## config.mk

```make
export PLATFORM = sky130hd
export DESIGN_NAME = branch_stats_top
export DESIGN_NICKNAME = d
export VERILOG_FILES = /design/src/hw/branch_stats_pkg.sv /design/src/hw/branch_stats_top.sv /design/src/hw/branch_tracker.sv /design/src/hw/credit_counter.sv /design/src/hw/stats_dump_fsm.sv
export VERILOG_INCLUDE_DIRS = /design/src /design/src/hw
export SDC_FILE = /design/constraint.sdc
export NUM_CORES = 1
export LEC_CHECK = 0
export BUFFER_PORTS_ARGS = -buffer_cell sky130_fd_sc_hd__buf_2
export CAP_MARGIN = 25
export CELL_PAD_IN_SITES_DETAIL_PLACEMENT = 0
export CELL_PAD_IN_SITES_GLOBAL_PLACEMENT = 1
export CORE_MARGIN = 4
export CORE_UTILIZATION = 45
export DETAILED_ROUTE_END_ITERATION = 6
export PLACE_DENSITY_LB_ADDON = 0.1
export SYNTH_ARGS = -nofsm -noshare
export SYNTH_HDL_FRONTEND = slang
export SYNTH_SLANG_ARGS = --single-unit
export TNS_END_PERCENT = 5
```

## constraint.sdc

```tcl
create_clock -name CLK -period 4.68 [get_ports CLK]
set_input_delay 0.468 -clock CLK [delete_from_list [all_inputs] [get_ports CLK]]
set_output_delay 0.468 -clock CLK [all_outputs]
set_load 0.02 [all_outputs]
```

## src/hw/branch_stats_config.svh

```systemverilog
`ifndef BRANCH_STATS_CONFIG_SVH
`define BRANCH_STATS_CONFIG_SVH

// ************************************************************************
// branch statistics configuration.
// ************************************************************************

// width of every statistic counter and of the value field of a record.
`define BS_COUNT_W 32

// record slots the consumer grants at reset.
// this also sets the width of the credit counter.
`define BS_CREDITS 4

// the consumer must be able to hold at least one record.
// a value of zero would stall every dump forever.

`endif

```

## src/hw/branch_stats_pkg.sv

```systemverilog
package branch_stats_pkg;

    `include "branch_stats_config.svh"

    // ************************************************************************
    // value and credit types.
    // ************************************************************************

    typedef logic [`BS_COUNT_W-1:0] count_t;                // one statistic value.
    typedef logic [$clog2(`BS_CREDITS+1)-1:0] credit_cnt_t; // holds 0 to BS_CREDITS.

    // statistic identifiers, listed in the order a dump walks them.
    typedef enum logic [3:0] {
        STAT_UNCOND,        // unconditional jumps.
        STAT_PRED,          // conditional branches resolved.
        STAT_MISPRED,
        STAT_CORRECT,
        STAT_PRED_T,
        STAT_PRED_NT,
        STAT_T_WRONG,       // predicted taken, was not taken.
        STAT_NT_WRONG,      // predicted not taken, was taken.
        STAT_FWD,
        STAT_FWD_PRED_T,
        STAT_FWD_T_OK,
        STAT_FWD_NT_OK,
        STAT_BWD,
        STAT_BWD_PRED_T,
        STAT_BWD_T_OK,
        STAT_BWD_NT_OK      // last record of a dump.
    } stat_id_t;

    // ************************************************************************
    // event, record and dump state.
    // ************************************************************************

    typedef struct packed {
        logic update;           // a conditional branch resolved this cycle.
        logic backward;         // target lies below the branch.
        logic predicted_taken;
        logic taken;            // actual outcome.
        logic is_jalr;          // unconditional jump.
    } branch_event_t;

    typedef struct packed {
        stat_id_t id;
        count_t   value;
    } stat_record_t;

    typedef enum logic [1:0] {DUMP_IDLE, DUMP_SEND, DUMP_DONE} dump_state_t;

endpackage

```

## src/hw/branch_stats_top.sv

```systemverilog
module branch_stats_top
    import branch_stats_pkg::*;
(
    input  logic          CLK,
    input  logic          nRST,
    input  branch_event_t evt,
    input  logic          dump_req,
    input  logic          credit_return,
    output logic          rec_valid,
    output stat_record_t  rec,
    output logic          dump_done
);

    stat_id_t rd_id;        // statistic selected by the dump machine.
    count_t   rd_value;
    logic     credit_avail;
    logic     send;         // one record leaves this cycle.

    // ************************************************************************
    // statistic counters.
    // ************************************************************************

    branch_tracker u_tracker (
        .CLK      (CLK),
        .nRST     (nRST),
        .evt      (evt),
        .rd_id    (rd_id),
        .rd_value (rd_value)
    );

    // ************************************************************************
    // output flow control and dump sequencing.
    // ************************************************************************

    credit_counter u_credits (
        .CLK           (CLK),
        .nRST          (nRST),
        .send          (send),
        .credit_return (credit_return),
        .credit_avail  (credit_avail)
    );

    stats_dump_fsm u_dump (
        .CLK          (CLK),
        .nRST         (nRST),
        .dump_req     (dump_req),
        .credit_avail (credit_avail),
        .rd_value     (rd_value),
        .rd_id        (rd_id),
        .send         (send),
        .rec_valid    (rec_valid),
        .rec          (rec),
        .dump_done    (dump_done)
    );

endmodule

```

## src/hw/branch_tracker.sv

```systemverilog
module branch_tracker
    import branch_stats_pkg::*;
(
    input  logic          CLK,
    input  logic          nRST,
    input  branch_event_t evt,
    input  stat_id_t      rd_id,
    output count_t        rd_value
);

    localparam int NUM_STATS = 16;

    count_t               counts [NUM_STATS];   // one counter per statistic id.
    logic [NUM_STATS-1:0] inc;                  // counters that step this cycle.
    logic                 pred_t;
    logic                 correct;

    assign pred_t  = evt.predicted_taken;
    assign correct = (evt.predicted_taken == evt.taken);

    // ************************************************************************
    // increment decode.
    // ************************************************************************

    // a jump overrides everything else on the event, so only the
    // unconditional counter moves even if update happens to be set.
    always_comb begin
        inc = '0;
        if (evt.is_jalr) begin
            inc[STAT_UNCOND] = 1'b1;
        end else if (evt.update) begin
            inc[STAT_PRED]     = 1'b1;
            inc[STAT_CORRECT]  = correct;
            inc[STAT_MISPRED]  = !correct;
            inc[STAT_PRED_T]   = pred_t;
            inc[STAT_PRED_NT]  = !pred_t;
            inc[STAT_T_WRONG]  = pred_t && !correct;
            inc[STAT_NT_WRONG] = !pred_t && !correct;

            // the direction picks one of the two per-direction sets.
            if (evt.backward) begin
                inc[STAT_BWD]        = 1'b1;
                inc[STAT_BWD_PRED_T] = pred_t;
                inc[STAT_BWD_T_OK]   = pred_t && correct;
                inc[STAT_BWD_NT_OK]  = !pred_t && correct;
            end else begin
                inc[STAT_FWD]        = 1'b1;
                inc[STAT_FWD_PRED_T] = pred_t;
                inc[STAT_FWD_T_OK]   = pred_t && correct;
                inc[STAT_FWD_NT_OK]  = !pred_t && correct;
            end
        end
    end

    // ************************************************************************
    // counters.
    // ************************************************************************

    // counters only ever clear at reset and wrap silently at full scale.
    for (genvar g = 0; g < NUM_STATS; g++) begin : g_cnt
        always_ff @(posedge CLK, negedge nRST) begin
            if (!nRST) begin
                counts[g] <= '0;
            end else if (inc[g]) begin
                counts[g] <= counts[g] + 1'b1;
            end
        end
    end

    // read port for the dump machine.
    // the value is the current counter output, so an event taken on the
    // same edge as a read is already included in the next cycle.
    assign rd_value = counts[rd_id];

endmodule

```

## src/hw/credit_counter.sv

```systemverilog
`include "branch_stats_config.svh"

module credit_counter
    import branch_stats_pkg::*;
(
    input  logic CLK,
    input  logic nRST,
    input  logic send,
    input  logic credit_return,
    output logic credit_avail
);

    credit_cnt_t credits;   // free record slots at the consumer.

    // ************************************************************************
    // slot accounting.
    // ************************************************************************

    // the consumer starts with all of its slots free.
    // a send takes one slot and a returned credit gives one back, so both
    // in the same cycle cancel out.
    always_ff @(posedge CLK, negedge nRST) begin
        if (!nRST) begin
            credits <= credit_cnt_t'(`BS_CREDITS);
        end else begin
            case ({send, credit_return})
                2'b10:   credits <= credits - 1'b1;
                2'b01:   credits <= credits + 1'b1;
                default: credits <= credits;
            endcase
        end
    end

    assign credit_avail = (credits != '0);  // at least one slot is free.

endmodule

```

## src/hw/stats_dump_fsm.sv

```systemverilog
module stats_dump_fsm
    import branch_stats_pkg::*;
(
    input  logic         CLK,
    input  logic         nRST,
    input  logic         dump_req,
    input  logic         credit_avail,
    input  count_t       rd_value,
    output stat_id_t     rd_id,
    output logic         send,
    output logic         rec_valid,
    output stat_record_t rec,
    output logic         dump_done
);

    dump_state_t state;
    stat_id_t    cur_id;    // next statistic to put out.

    // ************************************************************************
    // walk control.
    // ************************************************************************

    // a record leaves whenever the consumer has a free slot. without a
    // credit the walk simply stalls on the current id.
    assign send  = (state == DUMP_SEND) && credit_avail;
    assign rd_id = cur_id;

    always_ff @(posedge CLK, negedge nRST) begin
        if (!nRST) begin
            state  <= DUMP_IDLE;
            cur_id <= STAT_UNCOND;
        end else begin
            case (state)
                DUMP_IDLE: begin
                    if (dump_req) begin
                        state  <= DUMP_SEND;
                        cur_id <= STAT_UNCOND;
                    end
                end
                DUMP_SEND: begin
                    if (send) begin
                        if (cur_id == STAT_BWD_NT_OK) begin
                            state <= DUMP_DONE;
                        end else begin
                            cur_id <= stat_id_t'(cur_id + 4'd1);
                        end
                    end
                end
                DUMP_DONE: begin
                    // the last record is still on the output in the first
                    // cycle here. leave once it has gone.
                    if (!rec_valid) begin
                        state <= DUMP_IDLE;
                    end
                end
                default: state <= DUMP_IDLE;
            endcase
        end
    end

    // ************************************************************************
    // record output.
    // ************************************************************************

    always_ff @(posedge CLK, negedge nRST) begin
        if (!nRST) begin
            rec_valid <= 1'b0;
        end else begin
            rec_valid <= send;
        end
    end

    // payload only changes on a send and is qualified by rec_valid.
    always_ff @(posedge CLK) begin
        if (send) begin
            rec.id    <= cur_id;
            rec.value <= rd_value;
        end
    end

    // done shows in the cycle right after the last record, while the
    // machine still sits in DUMP_DONE.
    assign dump_done = (state == DUMP_DONE) && !rec_valid;

endmodule

```

# Word-level counts from Yosys, hierarchy flattened
# Cells that the tools add are included.
[op_classes] n_eq_ne=11 mul=0 reduce_logical=15 order_cmp=1 n_shift=0 n_mux=18 div=0 add_sub_neg=19 bitwise_logic=1
[op_table] cell="32-bit by 1-bit adder with 32-bit output, second input constant" n=16
[op_table] cell="32-bit binary-select mux with 4-bit select" n=1
[op_table] cell="32-bit 2-to-1 mux" n=2
[op_table] cell="15-bit 2-to-1 mux" n=2
[op_table] cell="4-bit 2-to-1 mux" n=5
[op_table] cell="2-bit != test, second input constant" n=5
[op_table] cell="2-bit 2-to-1 mux" n=4
[op_table] cell="4-bit case mux with 2 select lines" n=1
[op_table] cell="4-bit AND reduction" n=2
[op_table] cell="1-bit logical AND" n=6
[op_table] cell="2-bit case mux with 3 select lines" n=1
[op_table] cell="3-bit case mux with 2 select lines" n=1
[op_table] cell="5-bit greater-or-equal comparator, second input constant" n=1
[op_table] cell="4-bit inverter with 5-bit output" n=1
[op_table] cell="4-bit by 1-bit adder with 4-bit output, second input constant" n=1
[op_table] cell="2-bit by 1-bit equality test with 1-bit output, second input constant" n=2
[op_table] cell="2-bit equality test, second input constant" n=2
[op_table] cell="4-bit equality test, second input constant" n=1
[op_table] cell="2-bit nonzero test" n=2
[op_table] cell="3-bit by 1-bit adder with 3-bit output, second input constant" n=1
[op_table] cell="1-bit zero test" n=3
[op_table] cell="3-bit nonzero test" n=1
[op_table] cell="3-bit by 1-bit subtractor with 3-bit output, second input constant" n=1
[op_table] cell="2-bit zero test" n=1
[op_table] cell="other kinds (2)" n=2
[word_totals] n_memories=0 romBits=0 register_bits=558 output_inout_bits=38 ramBits=0 inputBits=9 latchBits=0

# Longest topological paths before layout
# Gate-level depths: netlist (run 1).
[depth] ltp_word=5 depth_mapped=9 ltp_nobuf=8

# By module
# From an unflattened synthesis (run 1), not the netlist that was laid out.
[unflattened] cells_unflattened=2356 area_unflattened_um2=27796.7
[by_module_without_submodules] mod="branch_tracker" n_inst=1 cells_each=2270 area_each_um2=26172.6 seq_area_each_um2=12812.3
[by_module_without_submodules] mod="stats_dump_fsm" n_inst=1 cells_each=73 area_each_um2=1460.2 seq_area_each_um2=1256.2
[by_module_without_submodules] mod="credit_counter" n_inst=1 cells_each=13 area_each_um2=163.9 seq_area_each_um2=76.3

# Least setup slack after synthesis (run 1)
# No wires, ideal clock.
[synth_path] kind="input -> register" start="in evt[2] in the netlist's numbering" end="reg u_tracker.counts[415] in the netlist's numbering" path_stages=7 n_path_buf=1 arrival_ns=2.364 setup_slack_ns=2.193 path_cell_list="clkbuf_1 inv_1 ha_1 or4_1 nor3_2 nand4_1 xnor2_1"
[synth_between] elab_chain_cells=3
[synth_rtl] item="start: declaration" line_no="branch_stats_top.sv:6" text="input branch_event_t evt,"
[synth_rtl] item="1-bit equality test" line_no="branch_tracker.sv:19" text="assign correct = (evt.predicted_taken == evt.taken);"
[synth_rtl] item="15-bit 2-to-1 mux" line_no="branch_tracker.sv:31" text="end else if (evt.update) begin"
[synth_rtl] item="15-bit 2-to-1 mux" line_no="branch_tracker.sv:29" text="if (evt.is_jalr) begin"
[synth_rtl] item="end signal: indexed assignment" line_no="branch_tracker.sv:65" text="counts[g] <= counts[g] + 1'b1;"
[synth_rtl] item="end: declaration" line_no="branch_tracker.sv:13" text="count_t counts [NUM_STATS];"
# Every way passes these cells.
# A chain may end at the register's enable or synchronous reset.

# Worst setup path in the final report (run 1)
[layout_path] start="reg u_dump.cur_id[0], in the netlist u_dump.rd_id[0]" end="reg u_dump.rec[18] (netlist name)"
[layout_between] elab_chain_cells=4
[layout_rtl] item="start: declaration" line_no="stats_dump_fsm.sv:17" text="stat_id_t cur_id;"
[layout_rtl] item="start signal: assignment" line_no="stats_dump_fsm.sv:45" text="cur_id <= stat_id_t'(cur_id + 4'd1);"
[layout_rtl] item="4-bit inverter with 5-bit output (implied by the code)" line_no="branch_tracker.sv:73" text="assign rd_value = counts[rd_id];"
[layout_rtl] item="32-bit binary-select mux with 4-bit select" line_no="branch_tracker.sv:73"
[layout_rtl] item="32-bit 2-to-1 mux (implied by the code) (2 in a row)" line_no="branch_tracker.sv:73"
[layout_rtl] item="named net rd_value[18]" line_no="branch_stats_top.sv:15" text="count_t rd_value;"
# The timed path passes the listed nets, and every way through them passes these cells. The select of a mux whose other input is x is not followed.

==> metrics.md, run 1 <==
| Metric | Value |
|---|---|
| Peak Freq | `371 MHz` |
| Setup CP Type | `register to register` |
| Setup ws final | `1.99 ns` |
| Fin cells | `3,473` |
| Reg2reg end | `u_dump.rec[18]$_DFFE_PP_` |
| Synth Net Count | `2,545` |
| Synthesis warning total | `0` |
| Initial antenna violation count | `0` |
| Core region area | `between 0.06 and 0.07 sq mm` |
| Worst-margin pin slew | `about 1.1 ns` |
| Worst Hold Launch | `dump_req` |
| RR Startpoint | `u_dump.rd_id[0]$_DFFE_PN0P_` |
| Total Wirelength | `74,700 um` |
| Clock sink count | `roughly 560` |
| Worst Hold End | `u_dump.rd_id[3]$_DFFE_PN0P_` |
| Worst min-delay path category | `input pin to register` |
| Clock latency on the worst-skew pair | `approximately 0.60 ns` |
| Yosys cell types | `56` |
| First-pass DRT Iterations | `5` |
| Place WS | `1.42 ns` |
| Leakage power total | `0.0141 uW` |
| Status | `completed` |
| Avg Cell Area, Syn | `11.2 sq um` |
| Hold Slack | `between 0.07 and 0.08 ns` |
| Worst-path fanout max | `30` |
| Post-route ant nets | `0` |
| Main flop type after synthesis | `dfrtp_1` |
| # IOs | `between 40 and 50` |
| Nets | `between 2,000 and 3,000` |
| Commonest non-fill, non-tap cell in the layout | `dfrtp_1` |
| Die area | `0.0669 sq mm` |
| Min cycle time layout | `2.69 ns` |
| # setup viols final | `0` |
| Share of cells above drive strength 1 | `between 10% and 20%` |
| Final Hold Fails | `0` |
| Die width | `259 um` |
| Post-synth top area share | `between 40% and 50%` |
| Slew Limit Headroom | `between 20 and 30%` |
| Cell count after synthesis | `2,513` |
| Synth async-reset ratio | `slightly above 90%` |
| Power Density | `about 470 mW/mm^2` |
| # H-tree levels | `3` |
| DR vias/cell | `5.64` |
| Unrepaired setup endpoints after global routing | `false` |
| CTS root buf | `clkbuf_16` |
| Starting density of the core | `45.6%` |
| TritonCTS clock tree | `yes` |
| Final core utilization | `between 50% and 60%` |
| Startpoint types | `register` |
| Most frequent cells in the layout | `518 x dfrtp_1, 339 x xnor2_1, 241 x nand2_1` |
| Seq/Total Area, Yosys | `~50%` |
| Setup slack, reg-to-reg | `roughly 2.0 ns` |
| Antenna Diode Count | `0` |
| Clk slew on worst S/H paths | `0.06 ns` |
| Dpl cells | `3,349` |
| Number of synthesized flops with an enable pin | `36` |
| TritonCTS Buffers | `between 60 and 70` |
| Max Transition Viols Final | `0` |
| GRT Total Usage | `22.6%` |
| Post-Synthesis Cell Area | `0.0283 sq mm` |
| Hold path cells | `2` |
| First-pass GRT wire length | `around 120,000 um` |
| Routability Congestion | `between 0.8 and 0.9` |
| Remaining Overflow, GRT | `0` |
| Max cap viols | `0` |
| Vias post-DR | `19,600` |
| # DRC | `0` |
| CP endpoint kind | `register` |
| VDD IR-drop max | `0.361 mV` |
| Largest area contributor in the netlist | `dfrtp_1` |
| Worst EP required | `just over 5 ns` |
| Vias in the first global route | `19,900` |
| Drt initial violations | `~1,500` |
| Clk_skew | `0.0172 ns` |
| Post-CTS setup buffers | `0` |
| Tcrit/Tclk final | `57.5%` |
| Largest net degree at the start of global routing | `168` |
| Max Root-Sink Buffers | `3` |
| Die Height | `259 um` |
| CP Data Arrival Time | `3.04 ns` |
| Synth top area cells | `dfrtp_1 46%, xnor2_1 11%, mux4_2 5.1%, xor2_1 5.0%, edfxtp_1 3.8%` |
| Detailed placement HPWL | `55,000 um` |
| Area growth syn-to-layout | `12.5%` |
| WL/cell | `21.5 um` |
| Row count | `91` |
| Worst reg-to-reg path cell count | `6` |
| Port bufs | `46` |
| Register bit count reported by yosys | `558` |
| Setup TNS | `0 ns` |
[through the flow]
stage | instance area [sq um] | total power, uW
CTS | 31800 | 15000
global route | 31800 | 15600
global placement | 29500 | 9650
floorplan | 28300 | 8400
finish | 31800 | 14900
detailed placement | 29500 | 9690
[worst max-delay path by stage]
stage / start / endpoint / slack (ns) / depth (start not counted)
5_1_grt: evt[2] / u_tracker.counts[408]$_DFFE_PN0P_ / 1.80 / 8
2_1_floorplan: evt[2] / u_tracker.counts[415]$_DFFE_PN0P_ / 2.19 / 7
3_5_place_dp: evt[2] / u_tracker.counts[408]$_DFFE_PN0P_ / 1.42 / 8
4_1_cts: u_dump.rd_id[0]$_DFFE_PN0P_ / u_dump.rec[18]$_DFFE_PP_ / 1.97 / 6
6_report: u_dump.rd_id[0]$_DFFE_PN0P_ / u_dump.rec[18]$_DFFE_PP_ / 1.99 / 6
3_3_place_gp: evt[2] / u_tracker.counts[408]$_DFFE_PN0P_ / 1.46 / 8
[metal layers]
metal,global-route usage (%),part of all wire [%],vias to the layer above
met5,0,0,-
met2,36.1,47,392
met1,31.4,45,9926
met4,6.85,3.1,0
li1,-,-,9154
met3,4.74,4.9,120
[final cells by class]
cell class              instances  area, sq um
flip-flops and latches        558        14200
inverters                      42          158
well taps                     837         1050
fillers                      5555        30100
multi-input cells            1836        13600
repair buffers                 80          553
clock buffers                  97         2030
clock inverters                23          214
[power by group]
part | leakage [uW] | internal [uW] | switching (uW)
clock | 0.00112 | 3230 | 2050
combinational | 0.00556 | 1370 | 2040
sequential | 0.00745 | 5470 | 696
[what timing repair did]
action	4_1_cts	5_1_grt
resized for setup	0	0
hold endpoints to repair	46	0
hold buffers	1	0
setup endpoints to repair	0	0
[state kept, by name, summed over array words and instances (netlist names)]
| signal | cells |
|---|---|
| u_tracker.counts | 512 |
| u_credits.credits | 3 |
| u_dump.rd_id | 4 |
| u_dump.rec | 36 |
| u_dump.rec_valid | 1 |
| u_dump.state | 2 |
[logic make-up after synthesis]
logic type,share of synthesized area [%]
DFF,50.1
and+or+nand+nor,17.7
adders and majority gates,1.04
muxes,10.3
xor gates and xnor gates,15.5
AOI/OAI and AO/OA,3.72
buffers and inverters,1.69
[critical path: stages (launching register included)]
cell     delay (ns)
dfrtp_4        0.77
buf_4          0.45
mux2_2         0.39
o21ai_0        0.30
a21oi_1        0.19
a22oi_1        0.24
nand2_1        0.06
[cells in the mapped netlist (2+ instances only)]
cell type and instances:
buf_2 15, and4_1 44, or4_1 5, nor2_1 135, edfxtp_1 36, dfrtp_1 521
nand4b_1 8, or4_4 3, nand3_1 153, clkbuf_1 45, nor2b_1 2, and4b_1 2
nor3b_1 3, ha_1 22, a22oi_1 32, nand2_1 241, nor4_2 4, and2_1 18
or2_2 10, nand2b_1 6, xor2_1 161, xnor2_1 339, mux2i_1 96, a21oi_1 34
or3_1 4, nor3_2 4, nand4_1 134, nor4_1 25, nand4bb_1 3, inv_1 42
o21ai_0 66, nor3_1 49, a221oi_1 32, mux4_2 64, buf_1 13, mux2_2 46
buf_4 3, and3_1 72, nand3b_1 4
Note: power is estimated with default switching activity, not from simulation.
==> run 2, diff against run 1 <==
==> constraint.sdc (replaced) <==
create_clock -name CLK -period 2.44 [get_ports CLK]
set_input_delay 0.244 -clock CLK [delete_from_list [all_inputs] [get_ports CLK]]
set_output_delay 0.244 -clock CLK [all_outputs]
set_load 0.02 [all_outputs]
==> metrics.md, run 2 (synthesized netlist as in run 1, its figures left out) <==
| Metric | Value |
|---|---|
| Final Hold Fails | `0` |
| Total Wirelength | `around 76,000 um` |
| Max FFs per register | `512` |
| Nets | `around 2,700` |
| Post-route ant nets | `0` |
| Antenna Diode Count | `0` |
| Met3 usage | `3.56%` |
| Worst-path fanout max | `9` |
| Peak Freq | `431 MHz` |
| First-pass GRT wire length | `between 100,000 and 150,000 um` |
| Setup TNS | `0 ns` |
| Seq. cell area | `0.0142 sq mm` |
| CP endpoint kind | `register` |
| GRT Total Usage | `23.2%` |
| Clk slew on worst S/H paths | `approximately 0.06 ns` |
| Die area | `between 0.06 and 0.07 sq mm` |
| Initial antenna violation count | `0` |
| CTS root buf | `clkbuf_16` |
| Vias in the first global route | `around 21,000` |
| Core region area | `0.0619 sq mm` |
| Max cap viols | `0` |
| # DRC | `0` |
| M2 GR Usage | `39.3%` |
| Starting density of the core | `45.6%` |
| # fillers | `5,510` |
| Drt initial violations | `about 1,500` |
| # setup viols final | `0` |
| Max Root-Sink Buffers | `3` |
| Worst-margin pin slew | `between 0.6 and 0.7 ns` |
| Power Density | `876 mW/mm^2` |
| CP Data Arrival Time | `roughly 2.8 ns` |
| TritonCTS Buffers | `67` |
| Share of cells above drive strength 1 | `14.9%` |
| Detailed placement HPWL | `57,200 um` |
| Clock sink count | `558` |
| Most Crowded Layer GR | `met2` |
| First-pass DRT Iterations | `5` |
| Unrepaired setup endpoints after global routing | `false` |
| Remaining Overflow, GRT | `0` |
| Area growth syn-to-layout | `15.1%` |
| # H-tree levels | `3` |
| Leakage power total | `~0.015 uW` |
| VDD IR-drop max | `0.456 mV` |
| Port bufs | `46` |
| Worst EP required | `2.92 ns` |
| WL/cell | `about 21 um` |
| Vias post-DR | `20,000` |
| Tcrit/Tclk final | `95.0%` |
| Routability Congestion | `a little under 0.9` |
| Die width | `259 um` |
| Overall power | `28,500 uW` |
| Max Transition Viols Final | `0` |
| Startpoint types | `input pin` |
| Commonest non-fill, non-tap cell in the layout | `dfrtp_1` |
| DR vias/cell | `5.61` |
| Clk_skew | `about 0.016 ns` |
| # IOs | `47` |
| Most frequent cells in the layout | `518 x dfrtp_1, 339 x xnor2_1, 241 x nand2_1` |
| Die Height | `259 um` |
| Status | `completed` |
| Min cycle time layout | `between 2 and 2.5 ns` |
| Slew Limit Headroom | `a little under three fifths` |
| Largest net degree at the start of global routing | `81` |
| Setup CP Type | `input pin to register` |
| Top reg by flops | `u_tracker.counts` |
| Global Route met1 Usage | `between 30% and 40%` |
| Worst min-delay path category | `input pin to register` |
| Area occupied by multi-input gates | `0.0137 sq mm` |
| Clock latency on the worst-skew pair | `0.60 ns` |
| TritonCTS clock tree | `yes` |
| Row count | `between 90 and 100` |
## run 2: critical path, cell delays in order
cell           delay [ns]
dlygate4sd3_1        0.54
buf_2                0.18
buf_4                0.21
nand4b_1             0.23
or4_1                0.65
nor3_2               0.42
nand3_1              0.16
xnor2_1              0.15
## run 2: area by class of cell
class	instances	area share, %
Tap cell	837	3.22
Clock buffer	105	6.19
Clock inverter	13	0.285
Inverter	42	0.485
Timing Repair Buffer	171	4.32
Sequential cell	558	43.5
Multi-Input combinational cell	1836	42.0
## run 2: stage by stage
stage	utilization, %	hold slack [ns]	instance area, sq um	std cells	setup WS (ns)
3_3_place_gp	49.0	0.222	30400	3439	-0.00173
6_report	52.5	0.0638	32500	3562	0.121
4_1_cts	52.5	0.0331	32500	3562	0.110
3_5_place_dp	49.0	0.220	30400	3439	-0.00813
2_1_floorplan	-	-0.0516	28300	2513	0.135
5_1_grt	52.5	0.0591	32500	3562	0.00857
## run 2: layer usage
layer  wire (um)  share of wire (%)
met5           0                  0
met4        1710                2.2
met3        2960                3.9
met2       37600                 49
met1       34100                 45
## run 2: power breakdown
part / total, uW / switching (uW) / internal (uW)
Combinational: 7270 / 4260 / 3010
Clock: 9660 / 3900 / 5760
Sequential: 11600 / 1090 / 10500
Total: 28500 / 9250 / 19300
## run 2: path summary, 6_finish.rpt
check	startpoint	cells past startpoint	slack, ns	to
setup / recovery	evt[0]	8	0.12	u_tracker.counts[478]$_DFFE_PN0P_
hold / removal	evt[4]	3	0.06	u_tracker.counts[160]$_DFFE_PN0P_
setup reg to reg	u_tracker.counts[448]$_DFFE_PN0P_	6	0.14	u_tracker.counts[478]$_DFFE_PN0P_
hold reg to reg	u_tracker.counts[255]$_DFFE_PN0P_	1	0.47	u_tracker.counts[255]$_DFFE_PN0P_
max in group asynchronous	nRST	3	1.37	u_tracker.counts[347]$_DFFE_PN0P_
min in group asynchronous	nRST	2	0.17	u_tracker.counts[104]$_DFFE_PN0P_
## run 2: repair_timing
item                                    4_1_cts  5_1_grt
hold buffers                                  5        0
resized for setup                             0        1
endpoints found under the setup margin        0        2
buffers inserted                              0        0
endpoints found under the hold margin        56        0
==> run 3, diff against run 2 <==
--- a/config.mk
+++ b/config.mk
@@ -8,12 +8,13 @@
 export LEC_CHECK = 0
 export BUFFER_PORTS_ARGS = -buffer_cell sky130_fd_sc_hd__buf_2
 export CAP_MARGIN = 25
-export CELL_PAD_IN_SITES_DETAIL_PLACEMENT = 0
+export CELL_PAD_IN_SITES_DETAIL_PLACEMENT = 1
 export CELL_PAD_IN_SITES_GLOBAL_PLACEMENT = 1
 export CORE_MARGIN = 4
 export CORE_UTILIZATION = 45
 export DETAILED_ROUTE_END_ITERATION = 6
 export PLACE_DENSITY_LB_ADDON = 0.1
+export SKIP_LAST_GASP = 1
 export SYNTH_ARGS = -nofsm -noshare
 export SYNTH_HDL_FRONTEND = slang
 export SYNTH_SLANG_ARGS = --single-unit
==> metrics.md, run 3 (synthesized netlist as in run 1, its figures left out) <==
| Metric | Value |
|---|---|
| Row count | `91` |
| Most frequent cells in the layout | `518 x dfrtp_1, 339 x xnor2_1, 241 x nand2_1` |
| WL/cell | `22.9 um` |
| RR Startpoint | `u_tracker.counts[448]$_DFFE_PN0P_` |
| Largest net degree at the start of global routing | `just over 80` |
| Status | `completed` |
| Hold Slack | `0.0417 ns` |
| # setup viols final | `0` |
| Max FFs per register | `512` |
| First-pass DRT Iterations | `5` |
| Setup crit end | `u_tracker.counts[382]$_DFFE_PN0P_` |
| Die area | `0.0669 sq mm` |
| WP depth | `9` |
| CP Data Arrival Time | `2.91 ns` |
| Fin cells | `3,560` |
| Max Transition Viols Final | `0` |
| Overall power | `29,000 uW` |
| Post-route ant nets | `0` |
| Remaining Overflow, GRT | `0` |
| CTS root buf | `clkbuf_16` |
| Setup slack, reg-to-reg | `0.08 ns` |
| Tcrit/Tclk final | `98.1%` |
| Peak Freq | `418 MHz` |
| Startpoint types | `input pin` |
| CP endpoint kind | `register` |
| Detailed placement HPWL | `61,300 um` |
| Clk_skew | `0.0253 ns` |
| TritonCTS clock tree | `yes` |
| Seq. cell area | `0.0142 sq mm` |
| Setup CP Type | `input pin to register` |
| Unrepaired setup endpoints after global routing | `true` |
| Routability Congestion | `0.885` |
| Leakage power total | `around 0.015 uW` |
| Die Height | `259 um` |
| Port bufs | `46` |
| Number of buffer and inverter stages on the critical path | `4` |
| Final core utilization | `between 50% and 60%` |
| VDD IR-drop max | `0.508 mV` |
| Most common cell on crit path | `buf_4` |
| Min cycle time layout | `2.39 ns` |
| Vias in the first global route | `22,000` |
| # IOs | `47` |
| Clk slew on worst S/H paths | `0.06 ns` |
| Commonest non-fill, non-tap cell in the layout | `dfrtp_1` |
| Worst path cell trace | `dlygate4sd3_1 > buf_2 > buf_4 > buf_4 > and4b_1 > nand4_2 > or3_1 > nor4_1 > xor2_1` |
| Worst-path fanout max | `9` |
| Final Hold Fails | `0` |
| DR vias/cell | `5.74` |
| Initial antenna violation count | `1` |
| # DRC | `0` |
| Worst min-delay path category | `input pin to register` |
| Clock latency on the worst-skew pair | `0.60 ns` |
| Worst EP required | `2.96 ns` |
| Area growth syn-to-layout | `15.2%` |
| Share of cells above drive strength 1 | `14.9%` |
| Slowest stage delay, CP | `0.54 ns` |
| Slew Limit Headroom | `55.7%` |
| Reg2reg end | `u_tracker.counts[474]$_DFFE_PN0P_` |
| Crit path launch | `evt[0]` |
| Max cap viols | `0` |
| Top reg by flops | `u_tracker.counts` |
| Slowest-stage cell, CP | `dlygate4sd3_1` |
| Total Wirelength | `81,700 um` |
| Area occupied by multi-input gates | `between 0.01 and 0.015 sq mm` |
| Drt initial violations | `approximately 1,400` |
| Post-CTS setup buffers | `0` |
| Antenna Diode Count | `0` |
| Worst path top cell family by delay | `simple AND/OR/NAND/NOR gates` |
| Power Density | `around 900 mW/mm^2` |
| Starting density of the core | `45.6%` |
| Clock sink count | `about 560` |
| GRT Total Usage | `24.7%` |
| # fillers | `approximately 6,500` |
| Max Root-Sink Buffers | `3` |
| First-pass GRT wire length | `129,000 um` |
| # H-tree levels | `3` |
| Dpl cells | `about 3,400` |
| Die width | `~260 um` |
| Vias post-DR | `20,400` |
| Worst reg-to-reg path cell count | `6` |
| TritonCTS Buffers | `66` |
| Core region area | `0.0619 sq mm` |
| Nets | `2,706` |
| Worst-margin pin slew | `around 0.66 ns` |
run 3: layout make-up:
type                    instances  share of cell area, %
clock inverters                15                  0.553
repair buffers                170                   4.28
multi-input cells            1836                   41.9
flip-flops and latches        558                   43.5
clock buffers                 102                   6.08
well taps                     837                   3.22
inverters                      42                  0.484
run 3: per-stage QoR:
step | setup TNS (ns) | area, sq um | worst slack (ns)
floorplan | 0 | 28300 | 0.135
global placement | -0.00173 | 30400 | -0.00173
detailed placement | -0.0783 | 30400 | -0.0342
CTS | 0 | 32600 | 0.0712
global route | -0.0354 | 32600 | -0.0194
finish | 0 | 32600 | 0.0467
run 3: how the worst min path moves through the flow:
stage / cells past startpoint / end / start / slack, ns
2_1_floorplan: 0 / u_credits.credits[0]$_DFFE_PN0P_ / nRST / -0.05
3_3_place_gp: 1 / u_tracker.counts[104]$_DFFE_PN0P_ / nRST / 0.22
3_5_place_dp: 1 / u_tracker.counts[104]$_DFFE_PN0P_ / nRST / 0.22
4_1_cts: 3 / u_tracker.counts[160]$_DFFE_PN0P_ / evt[4] / 0.02
5_1_grt: 3 / u_credits.credits[0]$_DFFE_PN0P_ / credit_return / 0.06
6_report: 3 / u_credits.credits[0]$_DFFE_PN0P_ / credit_return / 0.04
run 3: worst reg2reg max path: stages, from the launching register on:
cell and delay (ns):
dfrtp_1 0.42, ha_1 0.23, nand4b_1 0.20, or4_1 0.66, nor3_2 0.42, nand3_1 0.16, xnor2_1 0.15
run 3: power breakdown:
group	total, uW	internal, uW	switching [uW]
registers	11600	10500	1110
logic	7400	3020	4380
clock network	9960	6000	3960
run 3: per-layer routing:
metal	global-route usage, %	part of all wire, %	vias to the layer above
met5	0	0	-
met4	7.96	3.1	0
met3	3.18	3.4	135
met2	41.9	49	319
met1	33.1	44	10700
li1	-	-	9319
run 3: what timing repair did:
action / CTS / global route
hold buffers: 4 / 0
endpoints found under the setup margin: 0 / 6
resized for setup: 0 / 1
endpoints found under the hold margin: 44 / 0
